### src/source/rv_isa_pkg.sv
package rv_isa_pkg;

    localparam int xlen = 32;

    localparam logic [6:0] op_lui      = 7'b0110111;
    localparam logic [6:0] op_auipc    = 7'b0010111;
    localparam logic [6:0] op_jal      = 7'b1101111;
    localparam logic [6:0] op_jalr     = 7'b1100111;
    localparam logic [6:0] op_branch   = 7'b1100011;
    localparam logic [6:0] op_load     = 7'b0000011;
    localparam logic [6:0] op_store    = 7'b0100011;
    localparam logic [6:0] op_op_imm   = 7'b0010011;
    localparam logic [6:0] op_op       = 7'b0110011;
    localparam logic [6:0] op_misc_mem = 7'b0001111;
    localparam logic [6:0] op_system   = 7'b1110011;

    localparam logic [6:0] funct7_zero = 7'b0000000;
    localparam logic [6:0] funct7_alt  = 7'b0100000; // sub and sra.

    localparam logic [2:0] f3_add_sub = 3'd0;
    localparam logic [2:0] f3_sll     = 3'd1;
    localparam logic [2:0] f3_slt     = 3'd2;
    localparam logic [2:0] f3_sltu    = 3'd3;
    localparam logic [2:0] f3_xor     = 3'd4;
    localparam logic [2:0] f3_srl_sra = 3'd5;
    localparam logic [2:0] f3_or      = 3'd6;
    localparam logic [2:0] f3_and     = 3'd7;

    localparam logic [2:0] f3_beq  = 3'd0;
    localparam logic [2:0] f3_bne  = 3'd1;
    localparam logic [2:0] f3_blt  = 3'd4;
    localparam logic [2:0] f3_bge  = 3'd5;
    localparam logic [2:0] f3_bltu = 3'd6;
    localparam logic [2:0] f3_bgeu = 3'd7;

    // access width of loads and stores.
    localparam logic [2:0] f3_byte   = 3'd0;
    localparam logic [2:0] f3_half   = 3'd1;
    localparam logic [2:0] f3_word   = 3'd2;
    localparam logic [2:0] f3_byte_u = 3'd4;
    localparam logic [2:0] f3_half_u = 3'd5;

    localparam logic [2:0] f3_jalr  = 3'd0;
    localparam logic [2:0] f3_csrrw = 3'd1;
    localparam logic [2:0] f3_csrrs = 3'd2;

    localparam logic [31:0] sys_ecall   = 32'h0000_0073;
    localparam logic [31:0] sys_ebreak  = 32'h0010_0073;
    localparam logic [31:0] sys_mret    = 32'h3020_0073;
    localparam logic [31:0] sys_fence_i = 32'h0000_100f; // all register fields zero.

    localparam logic [11:0] csr_mstatus   = 12'h300;
    localparam logic [11:0] csr_mtvec     = 12'h305;
    localparam logic [11:0] csr_mepc      = 12'h341;
    localparam logic [11:0] csr_mcause    = 12'h342;
    localparam logic [11:0] csr_mvendorid = 12'hf11;
    localparam logic [11:0] csr_marchid   = 12'hf12;

endpackage

### src/source/decode_pkg.sv
package decode_pkg;

    localparam int alu_op_w    = 17;
    localparam int alu_op_add  = 0;
    localparam int alu_op_sub  = 1;
    localparam int alu_op_slt  = 2;
    localparam int alu_op_sltu = 3;
    localparam int alu_op_and  = 4;
    localparam int alu_op_or   = 5;
    localparam int alu_op_xor  = 6;
    localparam int alu_op_sll  = 7;
    localparam int alu_op_srl  = 8;
    localparam int alu_op_sra  = 9;
    localparam int alu_op_lui  = 10;
    localparam int alu_op_bne  = 11; // branch compares follow.
    localparam int alu_op_beq  = 12;
    localparam int alu_op_bge  = 13;
    localparam int alu_op_bgeu = 14;
    localparam int alu_op_blt  = 15;
    localparam int alu_op_bltu = 16;

    localparam int flag_w             = 15;
    localparam int flag_gpr_we        = 0;
    localparam int flag_load          = 1;
    localparam int flag_store         = 2;
    localparam int flag_load_unsigned = 3;
    localparam int flag_src1_pc       = 4;
    localparam int flag_src2_imm      = 5;
    localparam int flag_jump          = 6;
    localparam int flag_branch        = 7;
    localparam int flag_csrrw         = 8;
    localparam int flag_csrrs         = 9;
    localparam int flag_ecall         = 10;
    localparam int flag_mret          = 11;
    localparam int flag_ebreak        = 12;
    localparam int flag_fence_i       = 13;
    localparam int flag_illegal       = 14;

    localparam int                    mem_size_w = 2;
    localparam logic [mem_size_w-1:0] mem_byte   = 2'd0;
    localparam logic [mem_size_w-1:0] mem_half   = 2'd1;
    localparam logic [mem_size_w-1:0] mem_word   = 2'd2;

    localparam int csr_sel_w         = 6;
    localparam int csr_sel_mstatus   = 0;
    localparam int csr_sel_mtvec     = 1;
    localparam int csr_sel_mepc      = 2;
    localparam int csr_sel_mcause    = 3;
    localparam int csr_sel_mvendorid = 4;
    localparam int csr_sel_marchid   = 5;

endpackage

### src/source/inst_decoder.sv
module inst_decoder (
    input  logic [rv_isa_pkg::xlen-1:0]       inst,
    output logic [decode_pkg::alu_op_w-1:0]   alu_op,
    output logic [rv_isa_pkg::xlen-1:0]       imm,
    output logic [4:0]                        rd,
    output logic [decode_pkg::flag_w-1:0]     flags,
    output logic [decode_pkg::mem_size_w-1:0] mem_size,
    output logic [11:0]                       csr_addr,
    output logic [decode_pkg::csr_sel_w-1:0]  csr_sel
);
    import rv_isa_pkg::*;
    import decode_pkg::*;

    typedef enum logic [2:0] {fmt_none, fmt_r, fmt_i, fmt_s, fmt_b, fmt_u, fmt_j} fmt_e;

    logic [6:0] opcode;
    logic [2:0] funct3;
    logic [6:0] funct7;
    logic       alt;
    logic       legal;
    logic       csr_op;
    fmt_e       fmt;

    assign opcode = inst[6:0];
    assign funct3 = inst[14:12];
    assign funct7 = inst[31:25];
    assign alt    = (funct7 == funct7_alt);

    always_comb begin
        alu_op   = '0;
        flags    = '0;
        mem_size = '0;
        fmt      = fmt_none;
        legal    = 1'b0;
        case (opcode)
            op_lui: begin
                legal = 1'b1;
                fmt   = fmt_u;
                alu_op[alu_op_lui] = 1'b1;
                flags[flag_gpr_we] = 1'b1;
            end
            op_auipc: begin
                legal = 1'b1;
                fmt   = fmt_u;
                alu_op[alu_op_add]  = 1'b1;
                flags[flag_gpr_we]  = 1'b1;
                flags[flag_src1_pc] = 1'b1;
            end
            op_jal: begin
                legal = 1'b1;
                fmt   = fmt_j;
                alu_op[alu_op_add]  = 1'b1; // target is pc plus offset.
                flags[flag_gpr_we]  = 1'b1;
                flags[flag_src1_pc] = 1'b1;
                flags[flag_jump]    = 1'b1;
            end
            op_jalr: begin
                legal = (funct3 == f3_jalr);
                fmt   = fmt_i;
                alu_op[alu_op_add] = 1'b1;
                flags[flag_gpr_we] = 1'b1;
                flags[flag_jump]   = 1'b1;
            end
            op_branch: begin
                legal = 1'b1;
                fmt   = fmt_b;
                flags[flag_branch]  = 1'b1;
                flags[flag_src1_pc] = 1'b1;
                case (funct3)
                    f3_beq:  alu_op[alu_op_beq]  = 1'b1;
                    f3_bne:  alu_op[alu_op_bne]  = 1'b1;
                    f3_blt:  alu_op[alu_op_blt]  = 1'b1;
                    f3_bge:  alu_op[alu_op_bge]  = 1'b1;
                    f3_bltu: alu_op[alu_op_bltu] = 1'b1;
                    f3_bgeu: alu_op[alu_op_bgeu] = 1'b1;
                    default: legal = 1'b0;
                endcase
            end
            op_load: begin
                legal = 1'b1;
                fmt   = fmt_i;
                alu_op[alu_op_add] = 1'b1;
                flags[flag_gpr_we] = 1'b1;
                flags[flag_load]   = 1'b1;
                flags[flag_load_unsigned] = funct3[2];
                case (funct3)
                    f3_byte, f3_byte_u: mem_size = mem_byte;
                    f3_half, f3_half_u: mem_size = mem_half;
                    f3_word:            mem_size = mem_word;
                    default:            legal = 1'b0;
                endcase
            end
            op_store: begin
                legal = 1'b1;
                fmt   = fmt_s;
                alu_op[alu_op_add] = 1'b1;
                flags[flag_store]  = 1'b1;
                case (funct3)
                    f3_byte: mem_size = mem_byte;
                    f3_half: mem_size = mem_half;
                    f3_word: mem_size = mem_word;
                    default: legal = 1'b0;
                endcase
            end
            op_op_imm: begin
                legal = 1'b1;
                fmt   = fmt_i;
                flags[flag_gpr_we] = 1'b1;
                case (funct3)
                    f3_add_sub: alu_op[alu_op_add]  = 1'b1;
                    f3_slt:     alu_op[alu_op_slt]  = 1'b1;
                    f3_sltu:    alu_op[alu_op_sltu] = 1'b1;
                    f3_xor:     alu_op[alu_op_xor]  = 1'b1;
                    f3_or:      alu_op[alu_op_or]   = 1'b1;
                    f3_and:     alu_op[alu_op_and]  = 1'b1;
                    f3_sll: begin
                        alu_op[alu_op_sll] = 1'b1;
                        legal = (funct7 == funct7_zero);
                    end
                    f3_srl_sra: begin
                        alu_op[alt ? alu_op_sra : alu_op_srl] = 1'b1;
                        legal = (funct7 == funct7_zero) || alt;
                    end
                endcase
            end
            op_op: begin
                fmt = fmt_r;
                flags[flag_gpr_we] = 1'b1;
                legal = (funct7 == funct7_zero) ||
                        (alt && (funct3 == f3_add_sub || funct3 == f3_srl_sra));
                case (funct3)
                    f3_add_sub: alu_op[alt ? alu_op_sub : alu_op_add] = 1'b1;
                    f3_sll:     alu_op[alu_op_sll]  = 1'b1;
                    f3_slt:     alu_op[alu_op_slt]  = 1'b1;
                    f3_sltu:    alu_op[alu_op_sltu] = 1'b1;
                    f3_xor:     alu_op[alu_op_xor]  = 1'b1;
                    f3_srl_sra: alu_op[alt ? alu_op_sra : alu_op_srl] = 1'b1;
                    f3_or:      alu_op[alu_op_or]   = 1'b1;
                    f3_and:     alu_op[alu_op_and]  = 1'b1;
                endcase
            end
            op_misc_mem: begin
                legal = (inst == sys_fence_i);
                fmt   = fmt_i;
                flags[flag_fence_i] = 1'b1;
            end
            op_system: begin
                legal = 1'b1;
                if (funct3 == f3_csrrw || funct3 == f3_csrrs) begin
                    fmt = fmt_i;
                    flags[flag_gpr_we] = 1'b1; // old csr value goes to rd.
                    flags[flag_csrrw]  = (funct3 == f3_csrrw);
                    flags[flag_csrrs]  = (funct3 == f3_csrrs);
                end else if (inst == sys_ecall) begin
                    flags[flag_ecall] = 1'b1;
                    flags[flag_jump]  = 1'b1;
                end else if (inst == sys_mret) begin
                    flags[flag_mret] = 1'b1;
                    flags[flag_jump] = 1'b1;
                end else if (inst == sys_ebreak) begin
                    flags[flag_ebreak] = 1'b1;
                end else begin
                    legal = 1'b0;
                end
            end
            default: legal = 1'b0;
        endcase
        if (!legal) begin
            alu_op   = '0;
            flags    = '0;
            mem_size = '0;
            fmt      = fmt_none;
            flags[flag_illegal] = 1'b1;
        end
        flags[flag_src2_imm] = (fmt != fmt_none) && (fmt != fmt_r);
    end

    always_comb begin
        case (fmt)
            fmt_i:   imm = {{(xlen-12){inst[31]}}, inst[31:20]};
            fmt_s:   imm = {{(xlen-12){inst[31]}}, inst[31:25], inst[11:7]};
            fmt_b:   imm = {{(xlen-12){inst[31]}}, inst[7], inst[30:25], inst[11:8], 1'b0};
            fmt_u:   imm = {inst[31:12], 12'b0};
            fmt_j:   imm = {{(xlen-20){inst[31]}}, inst[19:12], inst[20], inst[30:21], 1'b0};
            default: imm = '0;
        endcase
    end

    assign rd = flags[flag_gpr_we] ? inst[11:7] : 5'd0; // zero when nothing is written.

    assign csr_op   = flags[flag_csrrw] | flags[flag_csrrs] | flags[flag_ecall] | flags[flag_mret];
    assign csr_addr = csr_op ? inst[31:20] : 12'd0;

    assign csr_sel[csr_sel_mstatus]   = csr_op && (csr_addr == csr_mstatus);
    assign csr_sel[csr_sel_mtvec]     = csr_op && (csr_addr == csr_mtvec);
    assign csr_sel[csr_sel_mepc]      = csr_op && (csr_addr == csr_mepc);
    assign csr_sel[csr_sel_mcause]    = csr_op && (csr_addr == csr_mcause);
    assign csr_sel[csr_sel_mvendorid] = csr_op && (csr_addr == csr_mvendorid);
    assign csr_sel[csr_sel_marchid]   = csr_op && (csr_addr == csr_marchid);

endmodule

### src/source/gpr_file.sv
module gpr_file (
    input  logic                        clk,
    input  logic                        rst,
    input  logic [4:0]                  rs1_idx,
    input  logic [4:0]                  rs2_idx,
    input  logic                        we,
    input  logic [4:0]                  wr_idx,
    input  logic [rv_isa_pkg::xlen-1:0] wr_data,
    output logic [rv_isa_pkg::xlen-1:0] rs1_data,
    output logic [rv_isa_pkg::xlen-1:0] rs2_data
);
    import rv_isa_pkg::*;

    logic [xlen-1:0] regs [1:31]; // x0 has no storage.

    always_ff @(posedge clk or posedge rst) begin
        if (rst) begin
            for (int i = 1; i < 32; i++) begin
                regs[i] <= '0;
            end
        end else if (we && wr_idx != 5'd0) begin
            regs[wr_idx] <= wr_data;
        end
    end

    // reads see the contents from before a write on the same edge.
    assign rs1_data = (rs1_idx == 5'd0) ? '0 : regs[rs1_idx];
    assign rs2_data = (rs2_idx == 5'd0) ? '0 : regs[rs2_idx];

endmodule

### src/source/decode_stage_reg.sv
module decode_stage_reg (
    input  logic                                  clk,
    input  logic                                  rst,
    input  logic                                  in_valid,
    output logic                                  in_ready,
    output logic                                  out_valid,
    input  logic                                  out_ready,
    input  logic                                  flush,
    input  logic [rv_isa_pkg::xlen-1:0]           pc,
    input  logic [decode_pkg::alu_op_w-1:0]       alu_op,
    input  logic [rv_isa_pkg::xlen-1:0]           imm,
    input  logic [4:0]                            rd,
    input  logic [decode_pkg::flag_w-1:0]         flags,
    input  logic [decode_pkg::mem_size_w-1:0]     mem_size,
    input  logic [11:0]                           csr_addr,
    input  logic [decode_pkg::csr_sel_w-1:0]      csr_sel,
    input  logic [rv_isa_pkg::xlen-1:0]           src1,
    input  logic [rv_isa_pkg::xlen-1:0]           src2,
    output logic [rv_isa_pkg::xlen-1:0]           out_pc,
    output logic [decode_pkg::alu_op_w-1:0]       out_alu_op,
    output logic [rv_isa_pkg::xlen-1:0]           out_imm,
    output logic [4:0]                            out_rd,
    output logic [decode_pkg::flag_w-1:0]         out_flags,
    output logic [decode_pkg::mem_size_w-1:0]     out_mem_size,
    output logic [11:0]                           out_csr_addr,
    output logic [decode_pkg::csr_sel_w-1:0]      out_csr_sel,
    output logic [rv_isa_pkg::xlen-1:0]           out_src1,
    output logic [rv_isa_pkg::xlen-1:0]           out_src2
);

    assign in_ready = out_ready; // the stage stalls exactly when execute does.

    always_ff @(posedge clk or posedge rst) begin
        if (rst) begin
            out_valid    <= 1'b0;
            out_pc       <= '0;
            out_alu_op   <= '0;
            out_imm      <= '0;
            out_rd       <= '0;
            out_flags    <= '0;
            out_mem_size <= '0;
            out_csr_addr <= '0;
            out_csr_sel  <= '0;
            out_src1     <= '0;
            out_src2     <= '0;
        end else if (out_ready) begin
            // a flushed instruction keeps its payload but loses its valid.
            out_valid    <= in_valid && !flush;
            out_pc       <= in_valid ? pc       : '0;
            out_alu_op   <= in_valid ? alu_op   : '0;
            out_imm      <= in_valid ? imm      : '0;
            out_rd       <= in_valid ? rd       : '0;
            out_flags    <= in_valid ? flags    : '0;
            out_mem_size <= in_valid ? mem_size : '0;
            out_csr_addr <= in_valid ? csr_addr : '0;
            out_csr_sel  <= in_valid ? csr_sel  : '0;
            out_src1     <= in_valid ? src1     : '0;
            out_src2     <= in_valid ? src2     : '0;
        end
    end

endmodule

### src/source/decode_unit.sv
module decode_unit (
    input  logic                              clk,
    input  logic                              rst,
    input  logic                              fetch_valid,
    output logic                              fetch_ready,
    input  logic [rv_isa_pkg::xlen-1:0]       fetch_pc,
    input  logic [rv_isa_pkg::xlen-1:0]       fetch_inst,
    output logic                              dec_valid,
    input  logic                              exec_ready,
    input  logic                              flush,
    output logic [rv_isa_pkg::xlen-1:0]       dec_pc,
    output logic [rv_isa_pkg::xlen-1:0]       dec_imm,
    output logic [rv_isa_pkg::xlen-1:0]       dec_src1,
    output logic [rv_isa_pkg::xlen-1:0]       dec_src2,
    output logic [4:0]                        dec_rd,
    output logic [decode_pkg::alu_op_w-1:0]   dec_alu_op,
    output logic [decode_pkg::flag_w-1:0]     dec_flags,
    output logic [decode_pkg::mem_size_w-1:0] dec_mem_size,
    output logic [11:0]                       dec_csr_addr,
    output logic [decode_pkg::csr_sel_w-1:0]  dec_csr_sel,
    input  logic                              wb_we,
    input  logic [4:0]                        wb_rd,
    input  logic [rv_isa_pkg::xlen-1:0]       wb_data
);
    import rv_isa_pkg::*;
    import decode_pkg::*;

    logic [alu_op_w-1:0]   id_alu_op;
    logic [xlen-1:0]       id_imm;
    logic [4:0]            id_rd;
    logic [flag_w-1:0]     id_flags;
    logic [mem_size_w-1:0] id_mem_size;
    logic [11:0]           id_csr_addr;
    logic [csr_sel_w-1:0]  id_csr_sel;
    logic [xlen-1:0]       rs1_data;
    logic [xlen-1:0]       rs2_data;

    inst_decoder dec0 (
        .inst     (fetch_inst),
        .alu_op   (id_alu_op),
        .imm      (id_imm),
        .rd       (id_rd),
        .flags    (id_flags),
        .mem_size (id_mem_size),
        .csr_addr (id_csr_addr),
        .csr_sel  (id_csr_sel)
    );

    gpr_file gpr0 (
        .clk      (clk),
        .rst      (rst),
        .rs1_idx  (fetch_inst[19:15]),
        .rs2_idx  (fetch_inst[24:20]),
        .we       (wb_we),
        .wr_idx   (wb_rd),
        .wr_data  (wb_data),
        .rs1_data (rs1_data),
        .rs2_data (rs2_data)
    );

    decode_stage_reg sreg0 (
        .clk          (clk),
        .rst          (rst),
        .in_valid     (fetch_valid),
        .in_ready     (fetch_ready),
        .out_valid    (dec_valid),
        .out_ready    (exec_ready),
        .flush        (flush),
        .pc           (fetch_pc),
        .alu_op       (id_alu_op),
        .imm          (id_imm),
        .rd           (id_rd),
        .flags        (id_flags),
        .mem_size     (id_mem_size),
        .csr_addr     (id_csr_addr),
        .csr_sel      (id_csr_sel),
        .src1         (rs1_data),
        .src2         (rs2_data),
        .out_pc       (dec_pc),
        .out_alu_op   (dec_alu_op),
        .out_imm      (dec_imm),
        .out_rd       (dec_rd),
        .out_flags    (dec_flags),
        .out_mem_size (dec_mem_size),
        .out_csr_addr (dec_csr_addr),
        .out_csr_sel  (dec_csr_sel),
        .out_src1     (dec_src1),
        .out_src2     (dec_src2)
    );

endmodule

### config.mk
export PLATFORM = sky130hd
export DESIGN_NAME = decode_unit
export DESIGN_NICKNAME = d
export VERILOG_FILES = /design/src/source/rv_isa_pkg.sv /design/src/source/decode_pkg.sv /design/src/source/inst_decoder.sv /design/src/source/gpr_file.sv /design/src/source/decode_stage_reg.sv /design/src/source/decode_unit.sv
export SDC_FILE = /design/constraint.sdc
export NUM_CORES = 2
export LEC_CHECK = 0
export ABC_CLOCK_PERIOD_IN_PS = 41100
export BUFFER_PORTS_ARGS = -buffer_cell sky130_fd_sc_hd__buf_2
export CORE_UTILIZATION = 30
export CTS_CLUSTER_DIAMETER = 120
export DETAILED_ROUTE_END_ITERATION = 6
export HOLD_SLACK_MARGIN = 0.05
export PLACE_DENSITY = 0.42
export SKIP_CTS_REPAIR_TIMING = 1
export SYNTH_ARGS = -nofsm -noshare
export SYNTH_HDL_FRONTEND = slang
export SYNTH_SLANG_ARGS = --single-unit
export TNS_END_PERCENT = 50
### constraint.sdc
create_clock -name clk -period 41.1 [get_ports clk]
set_input_delay 8.22 -clock clk [delete_from_list [all_inputs] [get_ports clk]]
set_output_delay 8.22 -clock clk [all_outputs]
set_load 0.005 [all_outputs]
After elaboration in Yosys (flattened, before gate mapping). Index checks and enable logic that the tools add are counted.

Word-level logic and storage cells: 219. Bits in registers: 1178. Output and inout bits: 187.

Mux-type cells: 93. Bitwise logic cells: 6. Equal/unequal tests: 35. Reductions and logical operators: 35. Order comparisons: 8.

Operators with widths (count): 992-bit bitwise mux (1); 32-bit 2-to-1 mux (11); 32-bit binary-select mux with 5-bit select (2); 32-bit demux with 5-bit select (1); 32-bit one-hot mux with 5 select lines (1); 32-bit by 1-bit >= comparator with 1-bit output, second input constant (2); 32-bit by 7-bit < comparator with 1-bit output, second input constant (2); 12-bit by 10-bit equality test with 1-bit output, second input constant (4); 9-bit one-hot mux with 2 select lines (2); 17-bit 2-to-1 mux (2); 32-bit by 13-bit equality test with 1-bit output, second input constant (1); 32-bit by 21-bit equality test with 1-bit output, second input constant (1); 32-bit by 30-bit equality test with 1-bit output, second input constant (1); 32-bit by 7-bit equality test with 1-bit output, second input constant (1); 1-bit 2-to-1 mux (30); 15-bit 2-to-1 mux (2); 7-bit by 6-bit equality test with 1-bit output, second input constant (4); 7-bit equality test, second input constant (4); 12-bit equality test, second input constant (2); 12-bit 2-to-1 mux (2); 1-bit one-hot mux with 3 select lines (8); 3-bit equality test, second input constant (7); 3-bit one-hot mux with 7 select lines (1); 1-bit one-hot mux with 2 select lines (10); 33 further kinds (75).

Depth between registers and ports, before layout.
Depth in word-level cells: 14. Depth in mapped cells: 10.

Modules after synthesis. A second synthesis with hierarchy kept.

Cell total of the unflattened synthesis: 4415. Area total of the unflattened synthesis: 61358.8 µm².

Modules (own cells, without submodules): gpr_file (sequential area each 24823.8 µm², cells an instance 3767, instances 1, area each 53324.9 µm²); decode_stage_reg (sequential area each 4654.5 µm², cells an instance 418, instances 1, area each 6576.3 µm²); inst_decoder (sequential area each 0.0 µm², cells an instance 230, instances 1, area each 1457.6 µm²).

Worst setup path before layout. Ideal clock, no wire load.

Path kind: input-to-output. Start point: input port exec_ready. End point: output port fetch_ready. Data arrival time: 8.331 ns. Setup slack: 24.549 ns. Buffers on the path: 1. Cell stages on the path: 1. Required time: 32.880 ns. Path through: buf_4.

RTL lines: start: declaration (RTL line decode_unit.sv:9) `input logic exec_ready,`; end: declaration (RTL line decode_unit.sv:5) `output logic fetch_ready,`.

No word-level cell between the ends.

Worst setup path after layout.
Start point: input port exec_ready. End point: output port fetch_ready.

No word-level cell between the ends.

==> impl_metrics.tcl <==
set metrics [dict create \
    run_status "finished, violations left" \
    violations "design-rule violations" \
    worstMarginPinSlew_ns 1.15 \
    worst_path_largest_cell_delay_ns 0.26 \
    drv_cap 0 \
    startpoint_type "input pin" \
    p_leak_nw 29.9 \
    critPathKind "input pin to primary output" \
    vias 36865 \
    synth_seq_cells 1178 \
    synthFlopType "dfrtp_1" \
    yosys.area.top_type "dfrtp_1" \
    hold_violations 0 \
    clkTransAtPathRegs_ns 0.05 \
    grt_pass1_wl_um 302000 \
    ff2ff_setup_slack_ns 38.96 \
    path_max_fanout 20 \
    syn_area_mm2 0.0605 \
    fin_crit_sh_pct 41.1 \
    power_w 0.00343 \
    coreArea_mm2 0.200 \
    multi_input_area_mm2 0.0295 \
    grtUsageTotal_pct 20.6 \
    crit_cells 2 \
    syn_nets 3961 \
    drt_iter0_drc 2462 \
    placement_rows 164 \
    cpMostUsedCell "buf_2" \
    drcViolationCount 78 \
    cp_slowest_cell "buf_2" \
    synth-edff-count 0 \
    vias_per_cell 5.47 \
    final-seq-area_mm2 0.0295 \
    use_met2_pct 34.4 \
    ys_warn_count 0 \
    seq_area_frac_synth_pct 48.7 \
    setup_viol 0 \
    power_density_mw_per_mm2 49.4 \
    period_needed_ns 16.89 \
    die_h_um 451 \
    yosysMostFrequentCell "dfrtp_1" \
    areaGrowthSynthToFinish_pct 14.8 \
    first_pass_iters 7 \
    rr_worst_depth 4 \
    drive_gt1_share_pct 56.3 \
    dieWidth_um 451 \
    hold_class "register to register" \
    cp_data_arrival_time_ns 8.67 \
    synth_cell_type_count 68 \
    dieArea_mm2 0.203 \
    async_flop_share_pct 100 \
    ys_top_cells_by_area "dfrtp_1 49%, mux4_2 21%, mux2_2 20%, clkbuf_1 1.7%, o2bb2ai_1 1.3%" \
    grt_max_degree 133 \
    routed_wl_um 208000 \
    h-tree-depth 4 \
    tns_ns 0 \
    ir_drop_v 0.0000452 \
    grt_util_met1_pct 27.4 \
    slew_headroom_pct 22.9 \
    final_net_count 4072 \
    wl_per_cell_um 30.9 \
    hpwl_um 111000 \
    skew_ns 0.0304 \
    detail-route-antenna-nets 0 \
    syn_inst 3854 \
    synth_common_cells "1178 x dfrtp_1, 1057 x mux2_2, 574 x mux4_2" \
    hold-path-cell-count 1 \
    numPortBuffers 293 \
    clock_latency_ns 0.79 \
    cts_buffers 146 \
    use_met3_pct 3.54 \
    clock.fmax_ghz 0.0592 \
    cts_sinks 1178 \
    critPathRequiredTime_ns 32.88 \
    overflow 0 \
    crit_path_cell_trace "buf_2 > buf_2" \
    synth.avg_cell_area_um2 15.7 \
    synth_top_area_share_pct 48.7 \
    fin_util_pct 34.7 \
    grt_pass1_vias 39130 \
    cts_tree "done" \
    cts_max_path_buffers 3 \
    path_buf_inv 2 \
    grt-busiest-layer "met2" \
    drv_slew 0 \
    cts_root_buf "clkbuf_16" \
    antenna_found_initial 10 \
    gp_congestion 0.762 \
    cpLargestDelayFamily "buffers and inverters" \
    nFillCells 19270 \
    start_util_pct 30.2 \
    rsz0062_at_grt "false" \
    end_kind "primary output" \
    boundaryPins 294 \
]
report_power, final:
group	leakage [nW]	switching (W)	internal, W	total, W
Sequential	15.2	0.000141	0.00136	0.00151
Combinational	12.3	0.000244	0.000391	0.000635
Clock	2.35	0.000532	0.000761	0.00129
per-stage QoR:
stage	setup WS, ns	hold slack (ns)	std cells	area (um2)
finish	24.21	0.480	6736	69500
global route	24.17	0.494	6732	69500
CTS	24.20	0.486	6731	69500
detailed placement	24.20	0.468	6473	64700
global placement	24.21	0.467	6473	64700
floorplan	16.61	0.470	3854	60500
worst paths after layout:
check,from,end
setup reg to reg,gpr0.regs[27],sreg0.out_src2[27]
max in group asynchronous,rst,gpr0.regs[876]
setup / recovery,exec_ready,fetch_ready
hold reg to reg,sreg0.out_src2[3],sreg0.out_src2[3]
hold / removal,sreg0.out_src2[3],sreg0.out_src2[3]
min in group asynchronous,rst,sreg0.out_pc[9]
sequential cells by signal, indices dropped and copies added (netlist names):
signal / flops
sreg0.out_rd: 5
sreg0.out_mem_size: 2
sreg0.out_csr_sel: 6
sreg0.out_flags: 15
sreg0.out_src1: 32
sreg0.out_csr_addr: 12
sreg0.out_pc: 32
sreg0.out_alu_op: 17
sreg0.out_valid: 1
gpr0.regs: 992
sreg0.out_src2: 32
sreg0.out_imm: 32
cell families (layout without fill, tap and decap cells):
logic type      Yosys count  after routing  share of synthesized area [%]
compound gates          311            311                           4.26
xor+xnor                  1              1                         0.0145
buf+inv                 452            673                           2.94
flops                  1178           1178                           48.7
mux                    1695           1695                           42.1
other cells               0              5                              0
simple gates            217            217                           1.94
layout make-up:
cell class | instances | area share (%)
repair buffers | 367 | 3.12
inverters | 48 | 0.272
flip-flops and latches | 1178 | 42.4
diodes | 5 | 0.0180
multi-input cells | 2224 | 42.5
well taps | 2656 | 4.78
clock buffers | 229 | 6.51
clock inverters | 29 | 0.387
layer usage:
| layer | up-vias | wire length [um] |
|---|---|---|
| li1 | 15278 | - |
| met4 | 6 | 5770 |
| met2 | 863 | 103000 |
| met3 | 290 | 8920 |
| met1 | 20428 | 90700 |
| met5 | - | 40 |
cell usage in the layout, fill, tap and decap left out, drive strengths merged, types with 6 or more instances in the layout:
master	count
nor4	6
o32ai	6
nand3b	7
nand2	46
clkbuf	230
clkinv	19
a22o	85
nor3	19
a21oi	38
inv	52
a32o	11
nor2	31
mux2	1057
o21ai	42
mux2i	64
o41ai	6
nor2b	13
o2bb2ai	96
nand2b	6
mux4	574
buf	366
and2	8
nand3	39
dfrtp	1178
(Power assumes the default switching activity.)
